$ cat src/rtl/cpu_bus_pkg.sv
// cpu bus shared by both register banks, one request per clock and no handshake
// addr is a 16-bit word address, dsn holds active-low byte strobes
`default_nettype none

package cpu_bus_pkg;

    // word address width, 32 register slots per chip select
    localparam int ADDR_W = 5;

    // active-low byte strobe patterns
    localparam logic [1:0] DSN_FULL = 2'b00;
    localparam logic [1:0] DSN_NONE = 2'b11;

    // all-ones word address
    // reads back FFFF, and as a slot address it turns mult and prio slots off
    localparam logic [ADDR_W-1:0] ADDR_NONE = '1;

    // one bus cycle
    typedef struct packed {
        // fixed bank select
        logic              ppu1_cs;
        // programmable bank select
        logic              ppu2_cs;
        logic [ADDR_W-1:0] addr;
        logic [1:0]        dsn;
        logic [15:0]       wdata;
    } cpu_req_t;

endpackage

`default_nettype wire

$ cat src/rtl/video_regs_pkg.sv
// register contents of the two video chips and the layout of the config string
// slot addresses share their width with the cpu bus word address
`default_nettype none

package video_regs_pkg;

    // length of the programmable-map configuration string
    localparam int CFG_BYTES = 24;

    // layer order 0,1,2,3 from the top, no layer disabled
    localparam logic [15:0] LAYER_CTRL_RST = {3'd0, 2'b11, 2'b10, 2'b01, 2'b00, 5'd0};
    // copy all palette pages
    localparam logic [5:0]  PAL_PAGE_RST   = 6'h3f;

    // fields decoded from the configuration string
    typedef struct packed {
        // word addresses of the programmable slots
        logic [cpu_bus_pkg::ADDR_W-1:0] id, mult1, mult2, rslt0, rslt1, layer;
        logic [cpu_bus_pkg::ADDR_W-1:0] prio0, prio1, prio2, prio3;
        logic [cpu_bus_pkg::ADDR_W-1:0] in2, in3, pal_page;
        // 16-bit id packed as two nibbles
        logic [7:0]  cpsb_id;
        // layer 4 uses layer_mask3 downstream
        logic [7:0]  layer_mask0, layer_mask1, layer_mask2, layer_mask3;
        // rom mapper
        logic [5:0]  game;
        logic [15:0] bank_offset;
        logic [15:0] bank_mask;
        // 0 for 10 MHz, 1 for 12 MHz
        logic        cpu_speed;
        logic        six_button;
        logic        charger;
        logic        kabuki_en;
    } cfg_map_t;

    typedef struct packed {
        logic [15:0] hpos1, hpos2, hpos3;
        logic [15:0] vpos1, vpos2, vpos3;
        logic [15:0] hstar1, hstar2, vstar1, vstar2;
    } scroll_regs_t;

    typedef struct packed {
        logic [15:0] vram1_base, vram2_base, vram3_base;
        logic [15:0] vram_obj_base, vram_row_base, row_offset;
        logic [15:0] pal_base, ppu_ctrl;
    } base_regs_t;

    // mixer controls held in the programmable bank
    typedef struct packed {
        logic [15:0] layer_ctrl;
        logic [15:0] prio0, prio1, prio2, prio3;
        logic [5:0]  pal_page_en;
    } mix_regs_t;

    // player inputs read through the programmable bank
    typedef struct packed {
        logic [3:0] start;
        logic [3:0] coin;
        logic [9:0] joy1, joy2, joy3, joy4;
    } player_in_t;

endpackage

`default_nettype wire

$ cat src/rtl/cfg_map_loader.sv
// configuration string loader, one byte per rising edge of cfg_we
// the string itself has no reset and must be sent in full after power-up
`timescale 1ns/1ps
`default_nettype none

module cfg_map_loader (
    input  wire logic                   clk,
    input  wire logic                   reg_rst,
    input  wire logic                   cfg_we,
    input  wire logic [7:0]             cfg_data,
    output video_regs_pkg::cfg_map_t    map
);

    // byte n of the string is cfg_str[n]
    logic [video_regs_pkg::CFG_BYTES-1:0][7:0] cfg_str;
    logic last_cfg_we;
    logic cfg_edge;

    // cfg_we may come from a slower clock domain, so only its edge counts
    always_ff @(posedge clk, posedge reg_rst) begin
        if (reg_rst) begin
            last_cfg_we <= 1'b0;
        end else begin
            last_cfg_we <= cfg_we;
        end
    end

    assign cfg_edge = cfg_we && !last_cfg_we;

    // new byte enters at the top, first byte sent lands in byte 0
    always_ff @(posedge clk) begin
        if (cfg_edge) begin
            cfg_str <= {cfg_data, cfg_str[video_regs_pkg::CFG_BYTES-1:1]};
        end
    end

    always_comb begin
        // slot addresses are stored as byte offsets
        map.id          = cfg_str[0][5:1];
        map.cpsb_id     = cfg_str[1];
        map.mult1       = cfg_str[2][5:1];
        map.mult2       = cfg_str[3][5:1];
        map.rslt0       = cfg_str[4][5:1];
        map.rslt1       = cfg_str[5][5:1];
        map.layer       = cfg_str[6][5:1];
        map.prio0       = cfg_str[7][5:1];
        map.prio1       = cfg_str[8][5:1];
        map.prio2       = cfg_str[9][5:1];
        map.prio3       = cfg_str[10][5:1];
        map.in2         = cfg_str[11][5:1];
        map.in3         = cfg_str[12][5:1];
        map.pal_page    = cfg_str[13][5:1];
        map.layer_mask0 = cfg_str[14];
        map.layer_mask1 = cfg_str[15];
        map.layer_mask2 = cfg_str[16];
        map.layer_mask3 = cfg_str[17];
        // mapper, low byte first
        map.game        = cfg_str[18][5:0];
        map.bank_offset = {cfg_str[20], cfg_str[19]};
        map.bank_mask   = {cfg_str[22], cfg_str[21]};
        // flag byte, bits 2:1 and 7:6 unused
        map.cpu_speed   = cfg_str[23][0];
        map.six_button  = cfg_str[23][3];
        map.charger     = cfg_str[23][4];
        map.kabuki_en   = cfg_str[23][5];
    end

endmodule

`default_nettype wire

$ cat src/rtl/fixed_reg_bank.sv
// fixed-address bank, only full 16-bit writes land
// pal_copy and obj_dma_ok wait for a pixel clock with the bus idle
`timescale 1ns/1ps
`default_nettype none

module fixed_reg_bank (
    input  wire logic                       clk,
    input  wire logic                       reg_rst,
    input  wire logic                       pxl_cen,
    input  cpu_bus_pkg::cpu_req_t           cpu,
    output video_regs_pkg::scroll_regs_t    scroll,
    output video_regs_pkg::base_regs_t      bases,
    output logic                            pal_copy,
    output logic                            obj_dma_ok
);

    logic full_wr;
    logic xfer;
    // writes seen but not yet passed to the strobes
    logic pend_copy;
    logic pend_dma;

    assign full_wr = cpu.ppu1_cs && (cpu.dsn == cpu_bus_pkg::DSN_FULL);
    // base values settle only once the select has dropped
    assign xfer    = pxl_cen && !cpu.ppu1_cs;

    always_ff @(posedge clk, posedge reg_rst) begin
        if (reg_rst) begin
            scroll     <= '0;
            bases      <= '0;
            pend_copy  <= 1'b0;
            pend_dma   <= 1'b0;
            pal_copy   <= 1'b0;
            obj_dma_ok <= 1'b0;
        end else begin
            // strobes hold until the next idle pixel clock
            if (xfer) begin
                pal_copy   <= pend_copy;
                pend_copy  <= 1'b0;
                obj_dma_ok <= pend_dma;
                pend_dma   <= 1'b0;
            end
            // xfer needs ppu1_cs low, so it never meets a write here
            if (full_wr) begin
                case (cpu.addr)
                    5'h00: begin
                        bases.vram_obj_base <= cpu.wdata;
                        pend_dma            <= 1'b1;
                    end
                    5'h01: bases.vram1_base    <= cpu.wdata;
                    5'h02: bases.vram2_base    <= cpu.wdata;
                    5'h03: bases.vram3_base    <= cpu.wdata;
                    5'h04: bases.vram_row_base <= cpu.wdata;
                    5'h05: begin
                        bases.pal_base <= cpu.wdata;
                        pend_copy      <= 1'b1;
                    end
                    // scroll positions
                    5'h06: scroll.hpos1  <= cpu.wdata;
                    5'h07: scroll.vpos1  <= cpu.wdata;
                    5'h08: scroll.hpos2  <= cpu.wdata;
                    5'h09: scroll.vpos2  <= cpu.wdata;
                    5'h0a: scroll.hpos3  <= cpu.wdata;
                    5'h0b: scroll.vpos3  <= cpu.wdata;
                    // star field
                    5'h0c: scroll.hstar1 <= cpu.wdata;
                    5'h0d: scroll.vstar1 <= cpu.wdata;
                    5'h0e: scroll.hstar2 <= cpu.wdata;
                    5'h0f: scroll.vstar2 <= cpu.wdata;
                    5'h10: bases.row_offset <= cpu.wdata;
                    5'h11: bases.ppu_ctrl   <= cpu.wdata;
                    // words 12 to 1f are not decoded
                    default: ;
                endcase
            end
        end
    end

endmodule

`default_nettype wire

$ cat src/rtl/prog_reg_bank.sv
// programmable-map bank, slot addresses come from the configuration string
// any active byte strobe writes the whole word; reads land in mmr_dout next clock
`timescale 1ns/1ps
`default_nettype none

module prog_reg_bank #(
    // register stages after the multiplier, 1 or 2
    parameter int MULT_LATENCY = 1
) (
    input  wire logic                       clk,
    input  wire logic                       reg_rst,
    input  cpu_bus_pkg::cpu_req_t           cpu,
    input  video_regs_pkg::cfg_map_t        map,
    input  video_regs_pkg::player_in_t      players,
    output video_regs_pkg::mix_regs_t       mix,
    output logic [15:0]                     mmr_dout
);

    logic hit_id, hit_mult1, hit_mult2, hit_rslt0, hit_rslt1, hit_layer;
    logic hit_prio0, hit_prio1, hit_prio2, hit_prio3, hit_pal, hit_in2, hit_in3;
    logic        wr;
    logic [15:0] mult1, mult2;
    logic [31:0] prod_pipe [0:MULT_LATENCY-1];
    logic [31:0] rslt;
    logic [7:0]  in2, in3;
    logic [15:0] rd_val;

    // slot match
    // mult, result and prio slots are off at all ones, input slots at zero
    always_comb begin
        hit_id    = cpu.addr == map.id;
        hit_mult1 = cpu.addr == map.mult1 && map.mult1 != cpu_bus_pkg::ADDR_NONE;
        hit_mult2 = cpu.addr == map.mult2 && map.mult2 != cpu_bus_pkg::ADDR_NONE;
        hit_rslt0 = cpu.addr == map.rslt0 && map.rslt0 != cpu_bus_pkg::ADDR_NONE;
        hit_rslt1 = cpu.addr == map.rslt1 && map.rslt1 != cpu_bus_pkg::ADDR_NONE;
        hit_layer = cpu.addr == map.layer;
        hit_prio0 = cpu.addr == map.prio0 && map.prio0 != cpu_bus_pkg::ADDR_NONE;
        hit_prio1 = cpu.addr == map.prio1 && map.prio1 != cpu_bus_pkg::ADDR_NONE;
        hit_prio2 = cpu.addr == map.prio2 && map.prio2 != cpu_bus_pkg::ADDR_NONE;
        hit_prio3 = cpu.addr == map.prio3 && map.prio3 != cpu_bus_pkg::ADDR_NONE;
        hit_pal   = cpu.addr == map.pal_page;
        hit_in2   = cpu.addr == map.in2 && map.in2 != '0;
        hit_in3   = cpu.addr == map.in3 && map.in3 != '0;
    end

    assign wr = cpu.ppu2_cs && (cpu.dsn != cpu_bus_pkg::DSN_NONE);

    // multiplier operands
    always_ff @(posedge clk) begin
        if (wr && hit_mult1) begin
            mult1 <= cpu.wdata;
        end
        if (wr && hit_mult2) begin
            mult2 <= cpu.wdata;
        end
    end

    // product pipeline, the first stage holds the raw product
    always_ff @(posedge clk) begin
        prod_pipe[0] <= mult1 * mult2;
        for (int i = 1; i < MULT_LATENCY; i++) begin
            prod_pipe[i] <= prod_pipe[i-1];
        end
    end

    assign rslt = prod_pipe[MULT_LATENCY-1];

    // input bytes, read straight from the pins
    always_comb begin
        in3 = {players.start[3], players.coin[3], players.joy4[5:0]};
        if (map.six_button) begin
            // extra punch and kick buttons of players 1 and 2
            in2 = {1'b1, players.joy2[9:7], 1'b1, players.joy1[9:7]};
        end else begin
            in2 = {players.start[2], players.coin[2], players.joy3[5:0]};
        end
    end

    // read mux, first matching slot wins
    always_comb begin
        rd_val = 16'hffff;
        if (cpu.addr != cpu_bus_pkg::ADDR_NONE) begin
            if (hit_id) begin
                rd_val = {4'd0, map.cpsb_id[7:4], 4'd0, map.cpsb_id[3:0]};
            end else if (hit_mult1) begin
                rd_val = mult1;
            end else if (hit_mult2) begin
                rd_val = mult2;
            end else if (hit_rslt0) begin
                rd_val = rslt[15:0];
            end else if (hit_rslt1) begin
                rd_val = rslt[31:16];
            end else if (hit_layer) begin
                rd_val = mix.layer_ctrl;
            end else if (hit_prio0) begin
                rd_val = mix.prio0;
            end else if (hit_prio1) begin
                rd_val = mix.prio1;
            end else if (hit_prio2) begin
                rd_val = mix.prio2;
            end else if (hit_prio3) begin
                rd_val = mix.prio3;
            end else if (hit_pal) begin
                rd_val = {10'd0, mix.pal_page_en};
            end else if (hit_in2) begin
                rd_val = {in2, in2};
            end else if (hit_in3) begin
                rd_val = {in3, in3};
            end
        end
    end

    // mixer registers and registered read data
    always_ff @(posedge clk, posedge reg_rst) begin
        if (reg_rst) begin
            mix.layer_ctrl  <= video_regs_pkg::LAYER_CTRL_RST;
            mix.prio0       <= '0;
            mix.prio1       <= '0;
            mix.prio2       <= '0;
            mix.prio3       <= '0;
            mix.pal_page_en <= video_regs_pkg::PAL_PAGE_RST;
            mmr_dout        <= 16'hffff;
        end else begin
            if (cpu.ppu2_cs) begin
                mmr_dout <= rd_val;
            end
            if (wr) begin
                if (hit_layer) mix.layer_ctrl  <= cpu.wdata;
                if (hit_prio0) mix.prio0       <= cpu.wdata;
                if (hit_prio1) mix.prio1       <= cpu.wdata;
                if (hit_prio2) mix.prio2       <= cpu.wdata;
                if (hit_prio3) mix.prio3       <= cpu.wdata;
                if (hit_pal)   mix.pal_page_en <= cpu.wdata[5:0];
            end
        end
    end

endmodule

`default_nettype wire

$ cat src/rtl/video_mmr_top.sv
// register block of the video chip pair, fixed bank on ppu1_cs, programmable on ppu2_cs
// map is undefined until all 24 configuration bytes have been sent
`timescale 1ns/1ps
`default_nettype none

module video_mmr_top #(
    // multiplier register stages, 1 or 2
    parameter int MULT_LATENCY = 1
) (
    input  wire logic                       clk,
    input  wire logic                       reg_rst,
    input  wire logic                       pxl_cen,
    input  cpu_bus_pkg::cpu_req_t           cpu,
    input  wire logic                       cfg_we,
    input  wire logic [7:0]                 cfg_data,
    input  video_regs_pkg::player_in_t      players,
    output logic [15:0]                     mmr_dout,
    output video_regs_pkg::scroll_regs_t    scroll,
    output video_regs_pkg::base_regs_t      bases,
    output video_regs_pkg::mix_regs_t       mix,
    output video_regs_pkg::cfg_map_t        map,
    output logic                            pal_copy,
    output logic                            obj_dma_ok
);

    // configuration string, also exported for the mapper and layer masks
    cfg_map_loader u_loader (
        .clk      (clk),
        .reg_rst  (reg_rst),
        .cfg_we   (cfg_we),
        .cfg_data (cfg_data),
        .map      (map)
    );

    // scroll, base pointers and copy strobes
    fixed_reg_bank u_fixed (
        .clk        (clk),
        .reg_rst    (reg_rst),
        .pxl_cen    (pxl_cen),
        .cpu        (cpu),
        .scroll     (scroll),
        .bases      (bases),
        .pal_copy   (pal_copy),
        .obj_dma_ok (obj_dma_ok)
    );

    // id, multiplier, mixer and player inputs
    prog_reg_bank #(
        .MULT_LATENCY (MULT_LATENCY)
    ) u_prog (
        .clk      (clk),
        .reg_rst  (reg_rst),
        .cpu      (cpu),
        .map      (map),
        .players  (players),
        .mix      (mix),
        .mmr_dout (mmr_dout)
    );

endmodule

`default_nettype wire

$ cat config.mk
export PLATFORM = sky130hd
export DESIGN_NAME = video_mmr_top
export DESIGN_NICKNAME = d
export VERILOG_FILES = /design/src/rtl/cpu_bus_pkg.sv /design/src/rtl/video_regs_pkg.sv /design/src/rtl/cfg_map_loader.sv /design/src/rtl/fixed_reg_bank.sv /design/src/rtl/prog_reg_bank.sv /design/src/rtl/video_mmr_top.sv
export SDC_FILE = /design/constraint.sdc
export NUM_CORES = 2
export LEC_CHECK = 0
export BUFFER_PORTS_ARGS = -buffer_cell sky130_fd_sc_hd__buf_2
export CAP_MARGIN = 20
export CORE_UTILIZATION = 55
export CTS_CLUSTER_DIAMETER = 100
export DETAILED_ROUTE_END_ITERATION = 16
export GPL_TIMING_DRIVEN = 0
export PLACE_DENSITY = 0.79
export SYNTH_ARGS = -nofsm -noshare
export SYNTH_HDL_FRONTEND = slang
export SYNTH_HIERARCHICAL = 1
export SYNTH_SLANG_ARGS = --single-unit
$ cat constraint.sdc
create_clock -name clk -period 18.7 [get_ports clk]
set_input_delay 0.935 -clock clk [delete_from_list [all_inputs] [get_ports clk]]
set_output_delay 0.935 -clock clk [all_outputs]
set_load 0.02 [all_outputs]
==> flow_summary.yaml <==
timing:
  setup_viol: 0
  post-route-period-util_pct: 39.8
  period_minus_slack_ns: 7.44
  setup_tns_ns: 0
  finalMaxSlewViolations: 0
  hold_viol_final: 0
  slew_headroom_pct: 35.1
  fmax_mhz: 134
  rsz0062_at_grt: "no"
  holdWs_ns: 0.240
  fin_skew_ns: 0.0216
  setup_slack_ns: 11.26
  tightest_slew_ns: 0.972
pwr:
  power.leakage_uw: 0.0201
  power.density_nw_per_um2: 97.0
  vdd_drop_max_mv: 0.0795
worst_setup_path:
  crit_fanout: 10
  worstPathCellList: "clkbuf_1 -> clkbuf_1 -> nand2_1 -> fa_1 -> inv_1 -> fa_1 -> inv_1 -> fa_1 -> inv_1 -> fa_1 -> fa_1 -> inv_1 -> fa_1 -> inv_1 -> ha_1 -> a21oi_1 -> o21ai_0 -> a221oi_1 -> a21boi_0 -> o211ai_1 -> a31o_2 -> a21oi_1 -> xnor2_1"
  critPathKind: "reg -> reg"
  required_ns: 19.22
  cp.arrival_ns: 7.96
  path_common_cell: "fa_1"
  cpPeakStageDelay_ns: 0.61
  end_kind: "flip-flop"
  startpoint_type: "flip-flop"
  slowest_stage: "clkbuf_1"
route:
  drtIter0Drc: 2651
  drt_first_pass_iters: 6
  ant_nets: 0
  drc_errors: 0
  wire_per_inst_um: 26.3
  vias: 24200
  viasPerCell: 5.70
  routed_wl_mm: 112
placed_design:
  dp_hpwl_mm: 85.0
  dpl.cell_count: 4116
  gp_congestion: 0.968
  port_buffers: 595
  place_ws_ns: 11.46
  postPlaceCellArea_um2: 38600
floorplan:
  coreArea_um2: 61700
  dieArea_um2: 63500
  initial_core_util_pct: 55.7
  dieWidth_um: 252
  dieHeight_um: 252
  rows: 91
  ios: 624
clocking:
  cts_setup_buffers: 0
  htree_levels: 3
  numCtsBuffers: 67
  cts_tree: "done"
  clockBufferDepth: 3
  clkTransAtPathRegs_ns: 0.06
  worst_skew_pair.late_latency_ns: 0.61
  clkSinkCount: 648
  cts_root_buffer: "clkbuf_16"
  cts.hold.buffers_added: 0
  cts_resized: 0
cells_and_area:
  fin_cells: 4244
  design_area_um2: 40800
  finalNetCount: 3731
  drive_above_1_share_pct: 39.1
  syn_to_final_growth_pct: 18.8
logic_synthesis:
  syn_area_um2: 34400
  yosysWarnings: 6
  netlist_instances: 2674
  yosysSeqAreaShare_pct: 50.1
  synth_cell_types: 80
  synth_async_sr_flop_share_pct: 61.0
  syn_area_per_cell_um2: 12.8
  ys_ff_latch: 648
  synthFlopType: "dfrtp_1"
  synth_nets: 3057
  synth_edf_count: 221
grt:
  grt_antenna_before_repair: 11
  grt_max_degree: 129
  grt.overflow.total: 0
  track_usage_pct: 35.3
  grt_pass1_vias: 25100
  grt_pass1_wl_mm: 163
worst_hold_path:
  hp-class: "in -> async"
outcome:
  status: "finished clean"
job:
  maxCapViolations: 0
-- layer usage --
metal / track usage, % / vias to the layer above / part of all wire (%)
li1: - / 10300 / -
met1: 42.3 / 12300 / 35
met2: 55.5 / 1284 / 47
met3: 11.1 / 324 / 11
met4: 22.0 / 6 / 6.6
met5: 0 / - / 0.032
-- registers in the layout (all words and copies together) (netlist names) --
| register | cells |
|---|---|
| u_fixed/bases | 128 |
| u_fixed/obj_dma_ok | 1 |
| u_fixed/pal_copy | 1 |
| u_fixed/pend_copy | 1 |
| u_fixed/pend_dma | 1 |
| u_fixed/scroll | 160 |
| u_loader/cfg_str | 42 |
| u_loader/last_cfg_we | 1 |
| u_loader/map | 147 |
| u_prog/mix | 86 |
| u_prog/mmr_dout | 16 |
| u_prog/mult1 | 16 |
| u_prog/mult2 | 16 |
| u_prog/prod_pipe | 32 |
-- through the flow --
stage / power (uW) / util (%)
3_5_place_dp: 2600 / 62.5
3_3_place_gp: 2580 / 62.2
5_1_grt: 4070 / 66.1
2_1_floorplan: 2230 / -
4_1_cts: 3940 / 66.1
6_report: 3960 / 66.1
-- power breakdown --
part | internal (uW) | switching [uW] | total [uW]
logic | 307 | 574 | 881
registers | 1620 | 99.0 | 1720
clock network | 778 | 573 | 1350
total | 2710 | 1250 | 3960
-- final timing paths --
check	startpoint	endpoint	slack (ns)	cells past startpoint
max	u_prog/mult2[9]	u_prog/prod_pipe[0][30]	11.26	23
min	reg_rst	u_loader/last_cfg_we	0.24	2
max reg2reg	u_prog/mult2[9]	u_prog/prod_pipe[0][30]	11.26	23
min reg2reg	u_loader/cfg_str[111]	u_loader/cfg_str[103]	0.42	0
max in group asynchronous	reg_rst	u_fixed/scroll[53]	16.80	4
min in group clk	u_loader/cfg_str[111]	u_loader/cfg_str[103]	0.42	0
-- critical path: cells and delay by family (launching register included) --
| family | cells | cell delay, ns |
|---|---|---|
| buf+inv | 7 | 1.43 |
| compound gates | 7 | 2.00 |
| flops | 1 | 0.32 |
| fa+ha+maj | 7 | 3.28 |
| xor+xnor | 1 | 0.15 |
| simple gates | 1 | 0.15 |
-- cell families (layout without fill, tap and decap cells) --
| family | after synthesis | count (layout) | synth area share, % |
|---|---|---|---|
| flops | 648 | 648 | 50.1 |
| simple gates | 514 | 514 | 7.76 |
| buf+inv | 500 | 1225 | 7.45 |
| mux | 386 | 386 | 12.6 |
| fa+ha+maj | 298 | 298 | 15.1 |
| compound gates | 244 | 244 | 4.88 |
| xor+xnor | 84 | 84 | 2.14 |
| other cells | 0 | 8 | 0 |
-- layout make-up --
type | instances | area [um^2]
Multi-Input combinational cell | 1526 | 14600
Fill cell | 4591 | 20900
Clock buffer | 87 | 1820
Antenna cell | 8 | 20.0
Timing Repair Buffer | 605 | 3180
Inverter | 230 | 873
Buffer | 270 | 1690
Tap cell | 837 | 1050
Sequential cell | 648 | 17200
Clock inverter | 33 | 367
-- cell usage in the layout (no fill, tap or decap), drive strengths merged, types with 24 or more instances in the layout --
master	count
a21oi	63
and2	132
buf	792
clkbuf	169
dfrtp	369
dfstp	26
dfxtp	32
edfxtp	221
fa	194
ha	104
inv	235
mux2	378
nand2	195
nand3	24
nor2	70
o21ai	34
xnor2	59
xor2	25
-- cells in the mapped netlist, types with 5 or more instances --
master    count  area, um^2
xor2_1       25         219
fa_1        194        3880
buf_6         7        78.8
o211ai_1      6        45.0
nand2b_1      5        31.3
nor3_1       17        85.1
a211oi_1      7        52.6
inv_1       230         863
mux2i_1       8        80.1
or2_2         5        31.3
dfrtp_1     369        9230
a221oi_1     18         158
and3_1       13        81.3
ha_1        104        1300
nand4_1       9        56.3
a21o_1       15         113
nand3_1      24         120
nand2_1     195         732
dfxtp_1      32         641
a21oi_1      61         305
mux2_2      378        4260
buf_4       159        1190
o21a_1        6        45.0
a31oi_1       9        56.3
and2_1      132         826
o21ai_0      30         150
dfstp_2      26         683
xnor2_1      59         517
clkbuf_1     82         308
o221ai_1     15         131
edfxtp_1    221        6640
nor2_1       68         255
nand3b_1      6        45.0
nor2b_1       6        37.5
buf_2        21         105
o31ai_1       7        52.6
o22ai_1      22         138
(Power assumes the default switching activity.)
